<file path="src/verilog/thor_isa_pkg.sv">
// Thor ISA definitions covering the instruction word layout, opcodes and R2 function codes
package thor_isa_pkg;

	// ============================================================
	// Operand and opcode encodings
	// ============================================================

	// General register and immediate width
	typedef logic [63:0] value_t;

	// Major opcodes, bits 7:0 of every instruction
	typedef enum logic [7:0] {
		NOP   = 8'h00,
		R2    = 8'h02,
		ADDI  = 8'h04,
		MULI  = 8'h06,
		DIVI  = 8'h07,
		ANDI  = 8'h08,
		ORI   = 8'h09,
		CSR   = 8'h0F,
		JMP   = 8'h20,
		JEQ   = 8'h26,
		EXI24 = 8'h51,
		LDB   = 8'h80,
		LDBU  = 8'h81,
		LDW   = 8'h82,
		LDO   = 8'h86,
		STB   = 8'h90,
		STO   = 8'h93
	} opcode_e;

	// R2 function field, bits 33:28
	typedef enum logic [5:0] {
		ADD = 6'h04,
		MUL = 6'h06,
		DIV = 6'h07,
		AND = 6'h08
	} func_e;

	// ============================================================
	// Instruction word
	// ============================================================

	// The upper 12 bits are shared by several formats
	// R2 puts func in the low six, immediates run from bit 18 up,
	// branches take their target from bit 23 up
	typedef struct packed {
		logic [11:0] upper;
		logic [4:0]  Rc;
		logic [4:0]  Rb;
		logic [4:0]  Ra;
		logic [4:0]  Rt;
		opcode_e     opcode;
	} instr_t;

	// R2 function code, bits 33:28
	function automatic func_e instr_func(instr_t ir);
		return func_e'(ir.upper[5:0]);
	endfunction

	// Immediate field, bits 39:18
	function automatic logic [21:0] instr_imm22(instr_t ir);
		return {ir.upper, ir.Rc, ir.Rb};
	endfunction

	// Branch target field, bits 39:23
	function automatic logic [16:0] instr_tgt17(instr_t ir);
		return {ir.upper, ir.Rc};
	endfunction

endpackage

</file>
<file path="src/verilog/thor_decode_pkg.sv">
// Thor decode-stage types for the prefix extension, fetch payload and decoded instruction
package thor_decode_pkg;

	import thor_isa_pkg::*;

	// Memory access size
	typedef enum logic [1:0] {
		byt  = 2'd0,
		wyde = 2'd1,
		octa = 2'd3
	} memsz_e;

	// Pending EXI24 payload, bits 39:8 of the prefix word
	typedef struct packed {
		logic        valid;
		logic [31:0] payload;
	} ext_t;

	// Instruction paired with the extension that preceded it
	typedef struct packed {
		instr_t instr;
		ext_t   ext;
	} fetch_t;

	// ============================================================
	// Decoder output
	// ============================================================
	typedef struct packed {
		logic [4:0] Ra;
		logic [4:0] Rb;
		logic [4:0] Rc;
		logic [4:0] Rt;
		logic       rfwr;
		value_t     imm;
		logic       ld;
		logic       ldz;
		logic       st;
		memsz_e     memsz;
		logic       jmp;
		logic       jxx;
		value_t     jmptgt;
		logic       mul;
		logic       div;
		logic       csr;
		logic       multi_cycle;
		logic       flowchg;
	} decode_t;

endpackage

</file>
<file path="src/verilog/thor_decode_unit.sv">
`timescale 1ns/10ps
// Thor decode unit with input stage, prefix tracker, decoder and output stage on four-phase links
module thor_decode_unit
	import thor_isa_pkg::*;
	import thor_decode_pkg::*;
(
	input  logic    clk,
	input  logic    arst_n,
	input  logic    in_req,
	output logic    in_ack,
	input  instr_t  in_instr,
	output logic    out_req,
	input  logic    out_ack,
	output decode_t out_deco
);

	// Input stage to tracker
	logic    mid_req;
	logic    mid_ack;
	instr_t  mid_instr;

	// Tracker to output stage, through the decoder
	logic    dec_req;
	logic    dec_ack;
	fetch_t  dec_fetch;
	decode_t dec_deco;

	thor_hs_stage #(
		.payload_t (instr_t)
	) u_in_stage (
		.clk      (clk),
		.arst_n   (arst_n),
		.in_req   (in_req),
		.in_ack   (in_ack),
		.in_data  (in_instr),
		.out_req  (mid_req),
		.out_ack  (mid_ack),
		.out_data (mid_instr)
	);

	thor_prefix_tracker u_tracker (
		.clk       (clk),
		.arst_n    (arst_n),
		.in_req    (mid_req),
		.in_ack    (mid_ack),
		.in_instr  (mid_instr),
		.out_req   (dec_req),
		.out_ack   (dec_ack),
		.out_fetch (dec_fetch)
	);

	thor_decoder u_decoder (
		.fetch (dec_fetch),
		.deco  (dec_deco)
	);

	thor_hs_stage #(
		.payload_t (decode_t)
	) u_out_stage (
		.clk      (clk),
		.arst_n   (arst_n),
		.in_req   (dec_req),
		.in_ack   (dec_ack),
		.in_data  (dec_deco),
		.out_req  (out_req),
		.out_ack  (out_ack),
		.out_data (out_deco)
	);

endmodule

</file>
<file path="src/verilog/thor_decoder.sv">
`timescale 1ns/10ps
// Thor instruction decoder producing register fields, immediate, memory and branch classes
module thor_decoder
	import thor_isa_pkg::*;
	import thor_decode_pkg::*;
(
	input  fetch_t  fetch,
	output decode_t deco
);

	instr_t      ir;
	func_e       func;
	logic [21:0] imm22;
	logic [16:0] tgt17;
	value_t      imm;

	assign ir    = fetch.instr;
	assign func  = instr_func(fetch.instr);
	assign imm22 = instr_imm22(fetch.instr);
	assign tgt17 = instr_tgt17(fetch.instr);

	always_comb
	begin
		// ============================================================
		// Register fields
		// ============================================================
		deco.Ra = ir.Ra;
		deco.Rb = ir.Rb;

		// Stores and branches have no target register
		case (ir.opcode)
		STB, STO, JMP, JEQ:
			deco.Rt = 5'd0;
		default:
			deco.Rt = ir.Rt;
		endcase

		// Store data sits in the Rt slot of the word
		case (ir.opcode)
		STB, STO:
			deco.Rc = ir.Rt;
		default:
			deco.Rc = ir.Rc;
		endcase

		case (ir.opcode)
		R2, ADDI, ANDI, ORI, MULI, DIVI, CSR:
			deco.rfwr = 1'b1;
		LDB, LDBU, LDW, LDO:
			deco.rfwr = 1'b1;
		default:
			deco.rfwr = 1'b0;
		endcase

		// ============================================================
		// Immediate
		// ============================================================
		case (ir.opcode)
		ADDI, MULI, DIVI, LDB, LDBU, LDW, LDO, STB, STO:
			imm = {{42{imm22[21]}}, imm22};
		// Pad with ones so the mask keeps the upper bits
		ANDI:
			imm = {{42{1'b1}}, imm22};
		ORI:
			imm = {42'd0, imm22};
		default:
			imm = '0;
		endcase
		// Prefix payload replaces everything above the low 22 bits
		if (fetch.ext.valid)
			imm = {{10{fetch.ext.payload[31]}}, fetch.ext.payload, imm[21:0]};
		deco.imm = imm;

		// ============================================================
		// Memory class
		// ============================================================
		case (ir.opcode)
		LDB, LDBU, LDW, LDO:
			deco.ld = 1'b1;
		default:
			deco.ld = 1'b0;
		endcase

		deco.ldz = (ir.opcode == LDBU);

		case (ir.opcode)
		STB, STO:
			deco.st = 1'b1;
		default:
			deco.st = 1'b0;
		endcase

		case (ir.opcode)
		LDB, LDBU, STB:
			deco.memsz = byt;
		LDW:
			deco.memsz = wyde;
		default:
			deco.memsz = octa;
		endcase

		// Branches
		deco.jmp    = (ir.opcode == JMP);
		deco.jxx    = (ir.opcode == JEQ);
		deco.jmptgt = {{46{tgt17[16]}}, tgt17, 1'b0};

		// Multiply and divide, immediate or register form
		case (ir.opcode)
		R2:
			deco.mul = (func == MUL);
		MULI:
			deco.mul = 1'b1;
		default:
			deco.mul = 1'b0;
		endcase

		case (ir.opcode)
		R2:
			deco.div = (func == DIV);
		DIVI:
			deco.div = 1'b1;
		default:
			deco.div = 1'b0;
		endcase

		deco.csr         = (ir.opcode == CSR);
		deco.multi_cycle = deco.mul | deco.div | deco.ld | deco.st;
		deco.flowchg     = deco.jmp | deco.jxx;
	end

	// Load and store tables are kept separately
	always_comb
	begin
		assert (!(deco.ld && deco.st))
		else $error("decoder: load and store both set for opcode %h", ir.opcode);
	end

endmodule

</file>
<file path="src/verilog/thor_hs_stage.sv">
`timescale 1ns/10ps
// Four-phase holding stage with one entry of any payload between two req/ack links
module thor_hs_stage #(
	parameter type payload_t = logic [39:0]
)(
	input  logic     clk,
	input  logic     arst_n,
	input  logic     in_req,
	output logic     in_ack,
	input  payload_t in_data,
	output logic     out_req,
	input  logic     out_ack,
	output payload_t out_data
);

	typedef enum logic [1:0] {S_EMPTY, S_ACK, S_FULL, S_WAIT} state_e;

	state_e state;
	logic   capture;

	// Take a new word only when empty and the previous upstream cycle has closed
	assign capture = (state == S_EMPTY) && in_req && !in_ack;

	always_ff @(posedge clk or negedge arst_n)
	begin
		if (!arst_n)
		begin
			state   <= S_EMPTY;
			in_ack  <= 1'b0;
			out_req <= 1'b0;
		end
		else
		begin
			// Upstream side runs on its own once the word is held
			if (capture)
				in_ack <= 1'b1;
			else if (in_ack && !in_req)
				in_ack <= 1'b0;

			case (state)
			S_EMPTY:
				if (capture)
					state <= S_ACK;
			S_ACK:
			begin
				out_req <= 1'b1;
				state   <= S_FULL;
			end
			S_FULL:
				if (out_ack)
				begin
					out_req <= 1'b0;
					state   <= S_WAIT;
				end
			S_WAIT:
				if (!out_ack)
					state <= S_EMPTY;
			default:
				state <= S_EMPTY;
			endcase
		end
	end

	always_ff @(posedge clk)
	begin
		if (capture)
			out_data <= in_data;
	end

	// ============================================================
	// Downstream protocol checks
	// ============================================================
	a_data_held: assert property (@(posedge clk) disable iff (!arst_n)
		out_req && !out_ack |=> $stable(out_data))
		else $error("hs_stage: out_data changed while awaiting out_ack");

	a_req_held: assert property (@(posedge clk) disable iff (!arst_n)
		$fell(out_req) |-> $past(out_ack))
		else $error("hs_stage: out_req dropped before out_ack");

endmodule

</file>
<file path="src/verilog/thor_prefix_tracker.sv">
`timescale 1ns/10ps
// Prefix tracker that absorbs EXI24 words and pairs their payload with the next instruction
module thor_prefix_tracker
	import thor_isa_pkg::*;
	import thor_decode_pkg::*;
(
	input  logic   clk,
	input  logic   arst_n,
	input  logic   in_req,
	output logic   in_ack,
	input  instr_t in_instr,
	output logic   out_req,
	input  logic   out_ack,
	output fetch_t out_fetch
);

	typedef enum logic [1:0] {T_IDLE, T_FWD, T_REL} state_e;

	state_e state;
	ext_t   ext;
	logic   is_prefix;

	assign is_prefix = (in_instr.opcode == EXI24);

	always_ff @(posedge clk or negedge arst_n)
	begin
		if (!arst_n)
		begin
			state   <= T_IDLE;
			in_ack  <= 1'b0;
			out_req <= 1'b0;
			ext     <= '0;
		end
		else
		begin
			case (state)
			T_IDLE:
				if (in_req)
				begin
					if (is_prefix)
					begin
						// Latest prefix wins
						ext.valid   <= 1'b1;
						ext.payload <= in_instr[39:8];
						in_ack      <= 1'b1;
						state       <= T_REL;
					end
					else
					begin
						out_req <= 1'b1;
						state   <= T_FWD;
					end
				end
			// Upstream ack waits for the downstream capture
			T_FWD:
				if (out_ack)
				begin
					out_req   <= 1'b0;
					in_ack    <= 1'b1;
					ext.valid <= 1'b0;
					state     <= T_REL;
				end
			// Both links must return to zero
			T_REL:
				if (!in_req && !out_ack)
				begin
					in_ack <= 1'b0;
					state  <= T_IDLE;
				end
			default:
				state <= T_IDLE;
			endcase
		end
	end

	always_ff @(posedge clk)
	begin
		if (state == T_IDLE && in_req && !is_prefix)
			out_fetch <= '{instr: in_instr, ext: ext};
	end

	a_no_prefix_out: assert property (@(posedge clk) disable iff (!arst_n)
		$rose(out_req) |-> out_fetch.instr.opcode != EXI24)
		else $error("prefix_tracker: EXI24 word forwarded downstream");

endmodule
</file>
<file path="config.mk">
export PLATFORM = sky130hd
export DESIGN_NAME = thor_decode_unit
export DESIGN_NICKNAME = d
export VERILOG_FILES = /design/src/verilog/thor_isa_pkg.sv /design/src/verilog/thor_decode_pkg.sv /design/src/verilog/thor_decode_unit.sv /design/src/verilog/thor_decoder.sv /design/src/verilog/thor_hs_stage.sv /design/src/verilog/thor_prefix_tracker.sv
export SDC_FILE = /design/constraint.sdc
export NUM_CORES = 1
export LEC_CHECK = 0
export BUFFER_PORTS_ARGS = -buffer_cell sky130_fd_sc_hd__buf_2
export CAP_MARGIN = 5
export CELL_PAD_IN_SITES_DETAIL_PLACEMENT = 1
export CELL_PAD_IN_SITES_GLOBAL_PLACEMENT = 1
export CORE_ASPECT_RATIO = 1.4
export CORE_UTILIZATION = 41
export DETAILED_ROUTE_END_ITERATION = 6
export PLACE_DENSITY = 0.79
export SLEW_MARGIN = 20
export SYNTH_ARGS = -nofsm -noshare
export SYNTH_HDL_FRONTEND = slang
export SYNTH_SLANG_ARGS = --single-unit
</file>
<file path="constraint.sdc">
create_clock -name clk -period 5.6 [get_ports clk]
set_input_delay 1.12 -clock clk [delete_from_list [all_inputs] [get_ports clk]]
set_output_delay 1.12 -clock clk [all_outputs]
set_load 0.02 [all_outputs]
</file>
==> flow_summary.ini, run 1 <==
[outcome]
status = completed

[worst_setup_path]
required_ns = 4.48
critPathMaxFanout = 47
worstPathCellList = buf_2
arrival_ns = 1.78
slowest_stage = edfxtp_1
startpoint_type = register
critPathKind = reg2out
worst_setup_path_end_kind = primary output
critical_path_buf_inv_count = 1
cpLargestDelayFamily = flip-flops
crit_path_max_incr_delay_ns = 0.97

[drt]
firstDrtPassIters = 4
routed_via_density = 4.85
drc_errors = 0
drtIter0Drc = 247
wl_per_cell_um = 19.0
ant_nets = 0
drt-total-wl_um = 20600
vias = 5253

[power_and_ir_drop]
comb_power_share_pct = 24.7
p_seq_share_pct = 49.9
switchingPower_mw = 2.09
power_density_nw_per_um2 = 545
p_sw_share_pct = 32.6
clock_power_share_pct = 25.5
p_leak_nw = 4.84
ir_drop_uv = 234
p_int_mw = 4.32

[logic_synthesis]
ys_ff_latch = 262
synth_flop_cell = edfxtp_1
syn_avg_cell_area_um2 = 16.9
synth_cell_types = 49
yosysSeqAreaShare_pct = 76.7
async_flop_share_pct = 17.2
synth_edf_count = 217
synth_area_um2 = 9970
synthCells = 590
ys_warn_count = 0
synth.net_count = 644

[clock_network]
clockRootBuffer = clkbuf_16
clock_sinks = 262
clkSlewWorstSetupHoldPaths_ns = 0.06
cts_tree = built
cts_buffers = 24
clock_path_buffers = 3
cts_max_level = 1
cts_resized = 0
postCtsHoldBufs = 0
insertion_delay_ns = 0.51
post-cts-setup-buffers = 0

[global_routing]
grt_pass1_wl_um = 31700
antenna_found_initial = 2
grt_pass1_vias = 5478
grt_max_degree = 57
grt_overflow = 0
grt_use_total_pct = 16.7

[placed_design]
gp_congestion = 0.749
place_inst = 1037
place_area_um2 = 11000
io_buffers = 205
hpwl_um = 14300

[cells_and_area]
nets = 807
area_delta_synth_final_pct = 18.0
final_cells = 1083
drive_gt1_share_pct = 38.1
layout_commonest_cell = edfxtp_1
final_cell_mix = 217 x edfxtp_1, 205 x buf_2, 45 x dfrtp_1, 42 x inv_1, 37 x a21oi_1
fin_area_um2 = 11800
fill_cells = 2366

[timing]
totalNegativeSetupSlack_ns = 0
rsz0062_at_grt = false
hold_ws_ns = 0.420
maxSlewViolCount = 0
timing.final.crit_period_ns = 2.90
relSlewSlack_pct = 36.7
fin_skew_ns = 0.0147
tightest_slew_ns = 0.949
hold_viol_final = 0
max_freq_mhz = 345
setup_viol = 0
layout_worst_path_cycle_share_pct = 51.8

[floorplanning]
die_area_um2 = 24900
initial_core_util_pct = 41.7
core_region_area_um2 = 23900
rows = 67
die_h_um = 186
ioPinCount = 207
die_w_um = 134

[min_path]
hp-class = reg2reg

[job]
max-cap-violations = 0
## sequential cells by signal (all words and copies together) (netlist names)
register	cells
u_out_stage.state	2
u_tracker.out_req	1
u_in_stage.in_ack	1
u_tracker.in_ack	1
u_tracker.out_fetch	73
u_out_stage.in_ack	1
u_in_stage.out_data	40
u_in_stage.state	2
u_out_stage.out_data	104
u_in_stage.out_req	1
u_tracker.state	2
u_tracker.ext	33
u_out_stage.out_req	1
## power groups by stage
| stage | Clock (mW) | Sequential, mW | Combinational (mW) |
|---|---|---|---|
| after global placement | 0 | 3.19 | 1.52 |
| after floorplan | 0 | 3.42 | 0.903 |
| after CTS | 1.67 | 3.20 | 1.61 |
| final | 1.63 | 3.19 | 1.58 |
| after detailed placement | 0 | 3.24 | 1.60 |
| after global routing | 1.73 | 3.27 | 1.72 |
## kinds of logic (layout without fill, tap and decap cells)
family	Yosys count	count (layout)	share of synthesized area, %
AOI/OAI and AO/OA	70	70	4.11
buffers and inverters	116	297	6.75
DFF	262	262	76.7
adders and majority gates	10	10	1.26
muxes	38	38	5.39
and+or+nand+nor	93	93	5.78
other	1	3	0.0376
## cell type report
class | count | area (um2) | share of cell area, %
repair buffers | 211 | 1070 | 9.11
flip-flops and latches | 262 | 7640 | 65.0
inverters | 42 | 158 | 1.34
multi-input cells | 212 | 1700 | 14.4
clock buffers | 39 | 718 | 6.11
well taps | 310 | 388 | 3.30
diodes | 2 | 5.00 | 0.0426
clock inverters | 5 | 77.6 | 0.660
## through the flow
step / power (mW) / worst slack, ns / utilization [%]
final: 6.41 / 2.70 / 49.2
after floorplan: 4.32 / 1.66 / -
after detailed placement: 4.84 / 2.45 / 45.8
after CTS: 6.48 / 2.44 / 49.2
after global placement: 4.71 / 2.68 / 45.8
after global routing: 6.71 / 2.44 / 49.2
## path summary, 6_finish.rpt
| check | from | to | slack (ns) | depth (start not counted) |
|---|---|---|---|---|
| max | u_out_stage.out_data[22] | out_deco[46] | 2.70 | 1 |
| min | u_tracker.out_fetch[46] | u_out_stage.out_data[156] | 0.42 | 0 |
| max reg2reg | u_tracker.out_fetch[34] | u_out_stage.out_data[87] | 2.71 | 4 |
| min reg2reg | u_tracker.out_fetch[46] | u_out_stage.out_data[156] | 0.42 | 0 |
| max in group asynchronous | arst_n | u_tracker.ext[26] | 4.42 | 2 |
| min in group asynchronous | arst_n | u_tracker.ext[12] | 0.73 | 2 |
## cell usage after synthesis, types with 2 or more instances
cell type,count,area share [%]
o21ai_0,12,0.60
a2111oi_0,2,0.18
buf_6,3,0.34
nor2_1,12,0.45
mux2_2,6,0.68
clkbuf_1,12,0.45
o22ai_1,4,0.25
dfrtp_1,45,11
ha_1,10,1.3
a221oi_1,2,0.18
buf_4,57,4.3
o21a_1,2,0.15
inv_1,42,1.6
or3b_2,2,0.18
or2_2,6,0.38
nor4bb_1,2,0.20
a31oi_1,2,0.13
edfxtp_1,217,65
a22oi_1,2,0.15
or3_1,6,0.38
o211a_1,2,0.20
nor3_1,4,0.20
mux2_1,3,0.34
a21oi_1,37,1.9
and2_1,23,1.4
mux2_4,29,4.4
or4bb_1,2,0.23
or4b_1,2,0.20
nor2b_1,10,0.63
nand2_1,8,0.30
nand2b_1,6,0.38
## layer usage
metal	part of all wire [%]	wire [um]	up-vias	track usage, %
li1	-	-	2407	-
met2	53	10900	178	30.2
met4	3.1	634	0	6.34
met3	4.8	997	38	2.28
met1	39	8040	2630	19.8
met5	0	0	-	0
No activity file was read; power rests on OpenSTA's default activity.
==> run 2: changes to the inputs <==
CORE_UTILIZATION = 45   (was 41)
PLACE_DENSITY = 0.82   (was 0.79)
clock period = 2.7 ns   (was 5.6 ns; I/O delays follow)
==> run 2 against run 1 <==
Critical path depth up 4. Routed wire length down 0.30%. Count of clock-buffer cells in the layout decreased by 4. Global-route usage is 1.1 points higher. Largest power group unchanged. Final cell count fell by 0.18%. Highest routed layer unchanged. Core utilization grew 5.0 points. Total power increased by 110%. Die area fell by 8.8%.
==> flow_summary.ini, run 2 (same netlist as run 1, synthesis figures left out) <==
[timing]
fin_ws_ns = 0.162
layout_worst_path_cycle_share_pct = 94.0
relSlewSlack_pct = 55.6
timing.final.crit_period_ns = 2.54
maxSlewViolCount = 0
rsz0062_at_grt = false
setup_viol = 0
hold_viol_final = 0
max_freq_mhz = 394
fin_skew_ns = 0.0138
tightest_slew_ns = 0.656

[global_routing]
grt_pass1_vias = 5358
antenna_found_initial = 2
grt_overflow = 0
grt_max_degree = 57
grt_pass1_wl_um = 30400
grt_use_total_pct = 17.8

[cells_and_area]
layout_commonest_cell = edfxtp_1
final_cell_mix = 217 x edfxtp_1, 204 x buf_2, 45 x dfrtp_1, 42 x inv_1, 37 x a21oi_1
fin_area_um2 = 11800
drive_gt1_share_pct = 38.7
final_cells = 1081
regMostFlops = u_out_stage.out_data
nets = 818
fill_cells = 2145
area_delta_synth_final_pct = 18.4
reg_top3 = u_out_stage.out_data x104, u_tracker.out_fetch x73, u_in_stage.out_data x40
largest_register_ffs = 104

[worst_setup_path]
arrival_ns = 2.93
required_ns = 3.09
critical_path_buf_inv_count = 1
critPathKind = reg2reg
slowest_stage = or4b_1
startpoint_type = register
worstPathCellList = or4b_1, or3_1, or3_2, buf_4, mux2_1
critPathMaxFanout = 21
worst_setup_path_end_kind = register
crit_path_max_incr_delay_ns = 0.59
cpLargestDelayFamily = simple AND/OR/NAND/NOR gates

[power_and_ir_drop]
power_density_nw_per_um2 = 1120
ir_drop_uv = 468
p_leak_nw = 4.88

[floorplanning]
die_w_um = 128
die_area_um2 = 22800
initial_core_util_pct = 45.8
die_h_um = 178
core_region_area_um2 = 21800
ioPinCount = 207
rows = 64

[clock_network]
cts_buffers = 24
clkSlewWorstSetupHoldPaths_ns = 0.06
clockRootBuffer = clkbuf_16
postCtsHoldBufs = 0
clock_sinks = 262
post-cts-setup-buffers = 0
clock_path_buffers = 3
insertion_delay_ns = 0.51
cts_max_level = 1
cts_tree = built
cts_resized = 0

[min_path]
hp-class = in2async

[drt]
vias = 5286
ant_nets = 0
routed_via_density = 4.89
wl_per_cell_um = 19.0
drc_errors = 0
drtIter0Drc = 300
firstDrtPassIters = 4
drt-total-wl_um = 20500

[placed_design]
place_inst = 1034
io_buffers = 205
place_ws_ns = 0.160
gp_congestion = 0.759
hpwl_um = 14300
place_area_um2 = 11000

[outcome]
status = completed

[job]
max-cap-violations = 0
[run 2: worst reg2reg max path, stage by stage (launching register included)]
cell	delay (ns)
edfxtp_1	0.40
or4b_1	0.59
or3_1	0.37
or3_2	0.44
buf_4	0.27
mux2_1	0.36
[run 2: path summary, 6_finish.rpt]
kind | to | from | cells after the start | slack [ns]
max in group asynchronous | u_tracker.ext[29] | arst_n | 1 | 2.21
min | u_tracker.ext[18] | arst_n | 1 | 0.05
max reg2reg | u_tracker.ext[0] | u_in_stage.out_data[1] | 5 | 0.16
min in group clk | u_in_stage.out_data[21] | in_instr[21] | 1 | 0.20
min reg2reg | u_out_stage.out_data[159] | u_tracker.out_fetch[49] | 0 | 0.42
max | u_tracker.ext[0] | u_in_stage.out_data[1] | 5 | 0.16
[run 2: per-layer routing]
layer	share of wire, %	GRT usage (%)	wire length (um)
met1	39	20.7	8120
met2	54	33.2	11200
met3	3.8	2.49	787
met4	2.2	6.32	451
met5	0	0	0
[run 2: per-stage QoR]
stage	utilization [%]	power, mW	TNS, ns	hold WS, ns
5_1_grt	54.2	13.8	0	0.0785
3_3_place_gp	50.7	9.87	0	0.404
4_1_cts	54.1	13.3	0	0.176
2_1_floorplan	-	8.93	-9.40	0.244
6_report	54.2	13.2	0	0.0469
3_5_place_dp	50.7	10.1	0	0.410
[run 2: area by class of cell]
cell class | instances | area (um2) | share of cell area (%)
flip-flops and latches | 262 | 7640 | 64.8
repair buffers | 222 | 1200 | 10.2
diodes | 2 | 5.00 | 0.0424
multi-input cells | 212 | 1690 | 14.3
well taps | 297 | 372 | 3.15
clock inverters | 9 | 76.3 | 0.647
clock buffers | 35 | 662 | 5.61
inverters | 42 | 158 | 1.34
[run 2: power by group]
| part | internal, mW | total [mW] | switching, mW |
|---|---|---|---|
| Clock | 1.80 | 3.20 | 1.40 |
| Combinational | 1.07 | 3.42 | 2.36 |
| Sequential | 5.96 | 6.58 | 0.620 |
==> run 3: changes to the inputs <==
CAP_MARGIN = 20   (was 5)
CORE_MARGIN = 8   (was unset)
==> run 3 against run 2 <==
Non-clock buffer count grew 3. Largest cell class unchanged. Critical path type unchanged. Combinational power grew 3%. Total power grew 2.3%. First-iteration DRC count shrank 22%. Largest power group unchanged. Setup slack lost 0.046 ns. Routed wire length grew 11%. Register-to-register slack lost 0.05 ns. Maximum frequency shrank 1.8%.
==> flow_summary.ini, run 3 (same netlist as run 1, synthesis figures left out) <==
[outcome]
status = completed

[clock_network]
insertion_delay_ns = 0.53
cts_tree = built
cts_max_level = 1
post-cts-setup-buffers = 0
cts_buffers = 25
clockRootBuffer = clkbuf_16
clock_sinks = 262
clock_path_buffers = 3
clkSlewWorstSetupHoldPaths_ns = 0.07

[timing]
relSlewSlack_pct = 35.5
max_freq_mhz = 387
maxSlewViolCount = 0
setup_viol = 0
fin_skew_ns = 0.0200
layout_worst_path_cycle_share_pct = 95.7
hold_viol_final = 0
hold_ws_ns = 0.185
tightest_slew_ns = 0.964
rsz0062_at_grt = false
timing.final.crit_period_ns = 2.58

[global_routing]
grt_overflow = 0
grt_use_total_pct = 16.7
grt_pass1_vias = 5819
grt_max_degree = 57
grt_use_met2_pct = 30.5
use_met3_pct = 4.80
gr-usage-met1_pct = 18.3
grt_pass1_wl_um = 34900
top_usage_layer = met2
antenna_found_initial = 2

[job]
max-cap-violations = 0

[power_and_ir_drop]
comb_power_share_pct = 26.1
ir_drop_uv = 445
p_int_mw = 8.97
power_density_nw_per_um2 = 1140
switchingPower_mw = 4.53
power_mw = 13.5
p_seq_share_pct = 48.8
p_leak_nw = 4.92
clock_power_share_pct = 25.1
p_sw_share_pct = 33.5

[placed_design]
gp_congestion = 0.785
place_area_um2 = 11100
place_inst = 1037
io_buffers = 205
hpwl_um = 16200

[floorplanning]
initial_core_util_pct = 45.8
rows = 64
core_region_area_um2 = 21800
die_w_um = 142
die_h_um = 192
die_area_um2 = 27200
ioPinCount = 207

[worst_setup_path]
startpoint_type = register
worst_setup_path_end_kind = register
slowest_stage = or4b_1
arrival_ns = 2.98
critical_path_buf_inv_count = 1
crit_path_max_incr_delay_ns = 0.56
worstPathCellList = or4b_1, or3_1, or3_2, buf_4, mux2_1
required_ns = 3.10
critPathKind = reg2reg
critPathMaxFanout = 22
cpLargestDelayFamily = simple AND/OR/NAND/NOR gates

[drt]
drtIter0Drc = 233
ant_nets = 0
drc_errors = 0
wl_per_cell_um = 21.1
firstDrtPassIters = 4
drt-total-wl_um = 22900
routed_via_density = 4.88
vias = 5299

[cells_and_area]
final_cell_mix = 217 x edfxtp_1, 205 x buf_2, 45 x dfrtp_1, 42 x inv_1, 37 x a21oi_1
reg_top3 = u_out_stage.out_data x104, u_tracker.out_fetch x73, u_in_stage.out_data x40
fin_area_um2 = 11900
area_delta_synth_final_pct = 19.3
regMostFlops = u_out_stage.out_data
largest_register_ffs = 104
drive_gt1_share_pct = 39.5
final_cells = 1086
layout_commonest_cell = edfxtp_1
fill_cells = 2125
final_util_pct = 54.6
nets = 822

[min_path]
hp-class = in2reg
==> run 3: cell types whose count changed in the layout (fill, tap and decap cells not counted), sizes merged <==
cell	before	now
clkinv	8	5
dlygate4sd3	0	1
inv	42	43
clkinvlp	0	2
clkbuf	35	37
buf	222	224
==> run 3: area by class of cell <==
type	instances	area, um2	share of cell area (%)
Timing Repair Buffer	225	1230	10.3
Clock buffer	37	711	5.98
Multi-Input combinational cell	212	1690	14.2
Clock inverter	9	81.3	0.684
Inverter	42	158	1.33
Antenna cell	2	5.00	0.0421
Sequential cell	262	7640	64.3
Tap cell	297	372	3.13
==> run 3: worst paths after layout <==
path	from	endpoint	slack, ns	cells after the start
max	u_in_stage.out_data[3]	u_tracker.ext[1]	0.12	5
min	in_instr[2]	u_in_stage.out_data[2]	0.19	1
max reg2reg	u_in_stage.out_data[3]	u_tracker.ext[1]	0.12	5
min reg2reg	u_tracker.out_fetch[46]	u_out_stage.out_data[156]	0.42	0
max in group asynchronous	arst_n	u_tracker.ext[32]	1.47	3
min in group asynchronous	arst_n	u_tracker.ext[21]	0.45	2
==> run 3: per-stage QoR <==
stage               setup slack, ns  TNS [ns]
CTS                           0.106         0
global placement              0.263         0
finish                        0.115         0
floorplan                    -0.129     -9.40
global route                 0.0533         0
detailed placement            0.124         0
==> run 3: repair_timing <==
action | 4_1_cts | 5_1_grt
hold buffers | 1 | 0
gates resized for setup | 0 | 1
hold endpoints to repair | 9 | 0
setup endpoints to repair | 0 | 2
==> run 3: power groups by stage <==
stage,clock (mW),combinational (mW),sequential [mW]
floorplan,0,1.89,7.05
global placement,0,3.41,6.57
detailed placement,0,3.56,6.67
CTS,3.45,3.59,6.61
global route,3.59,3.84,6.72
finish,3.39,3.53,6.59
==> run 3: per-layer routing <==
| metal | part of all wire (%) | up-vias | routed length (um) |
|---|---|---|---|
| met5 | 0.044 | - | 10 |
| met4 | 2.2 | 2 | 500 |
| met3 | 8.0 | 36 | 1840 |
| met2 | 54 | 172 | 12300 |
| met1 | 36 | 2652 | 8270 |
| li1 | - | 2437 | - |
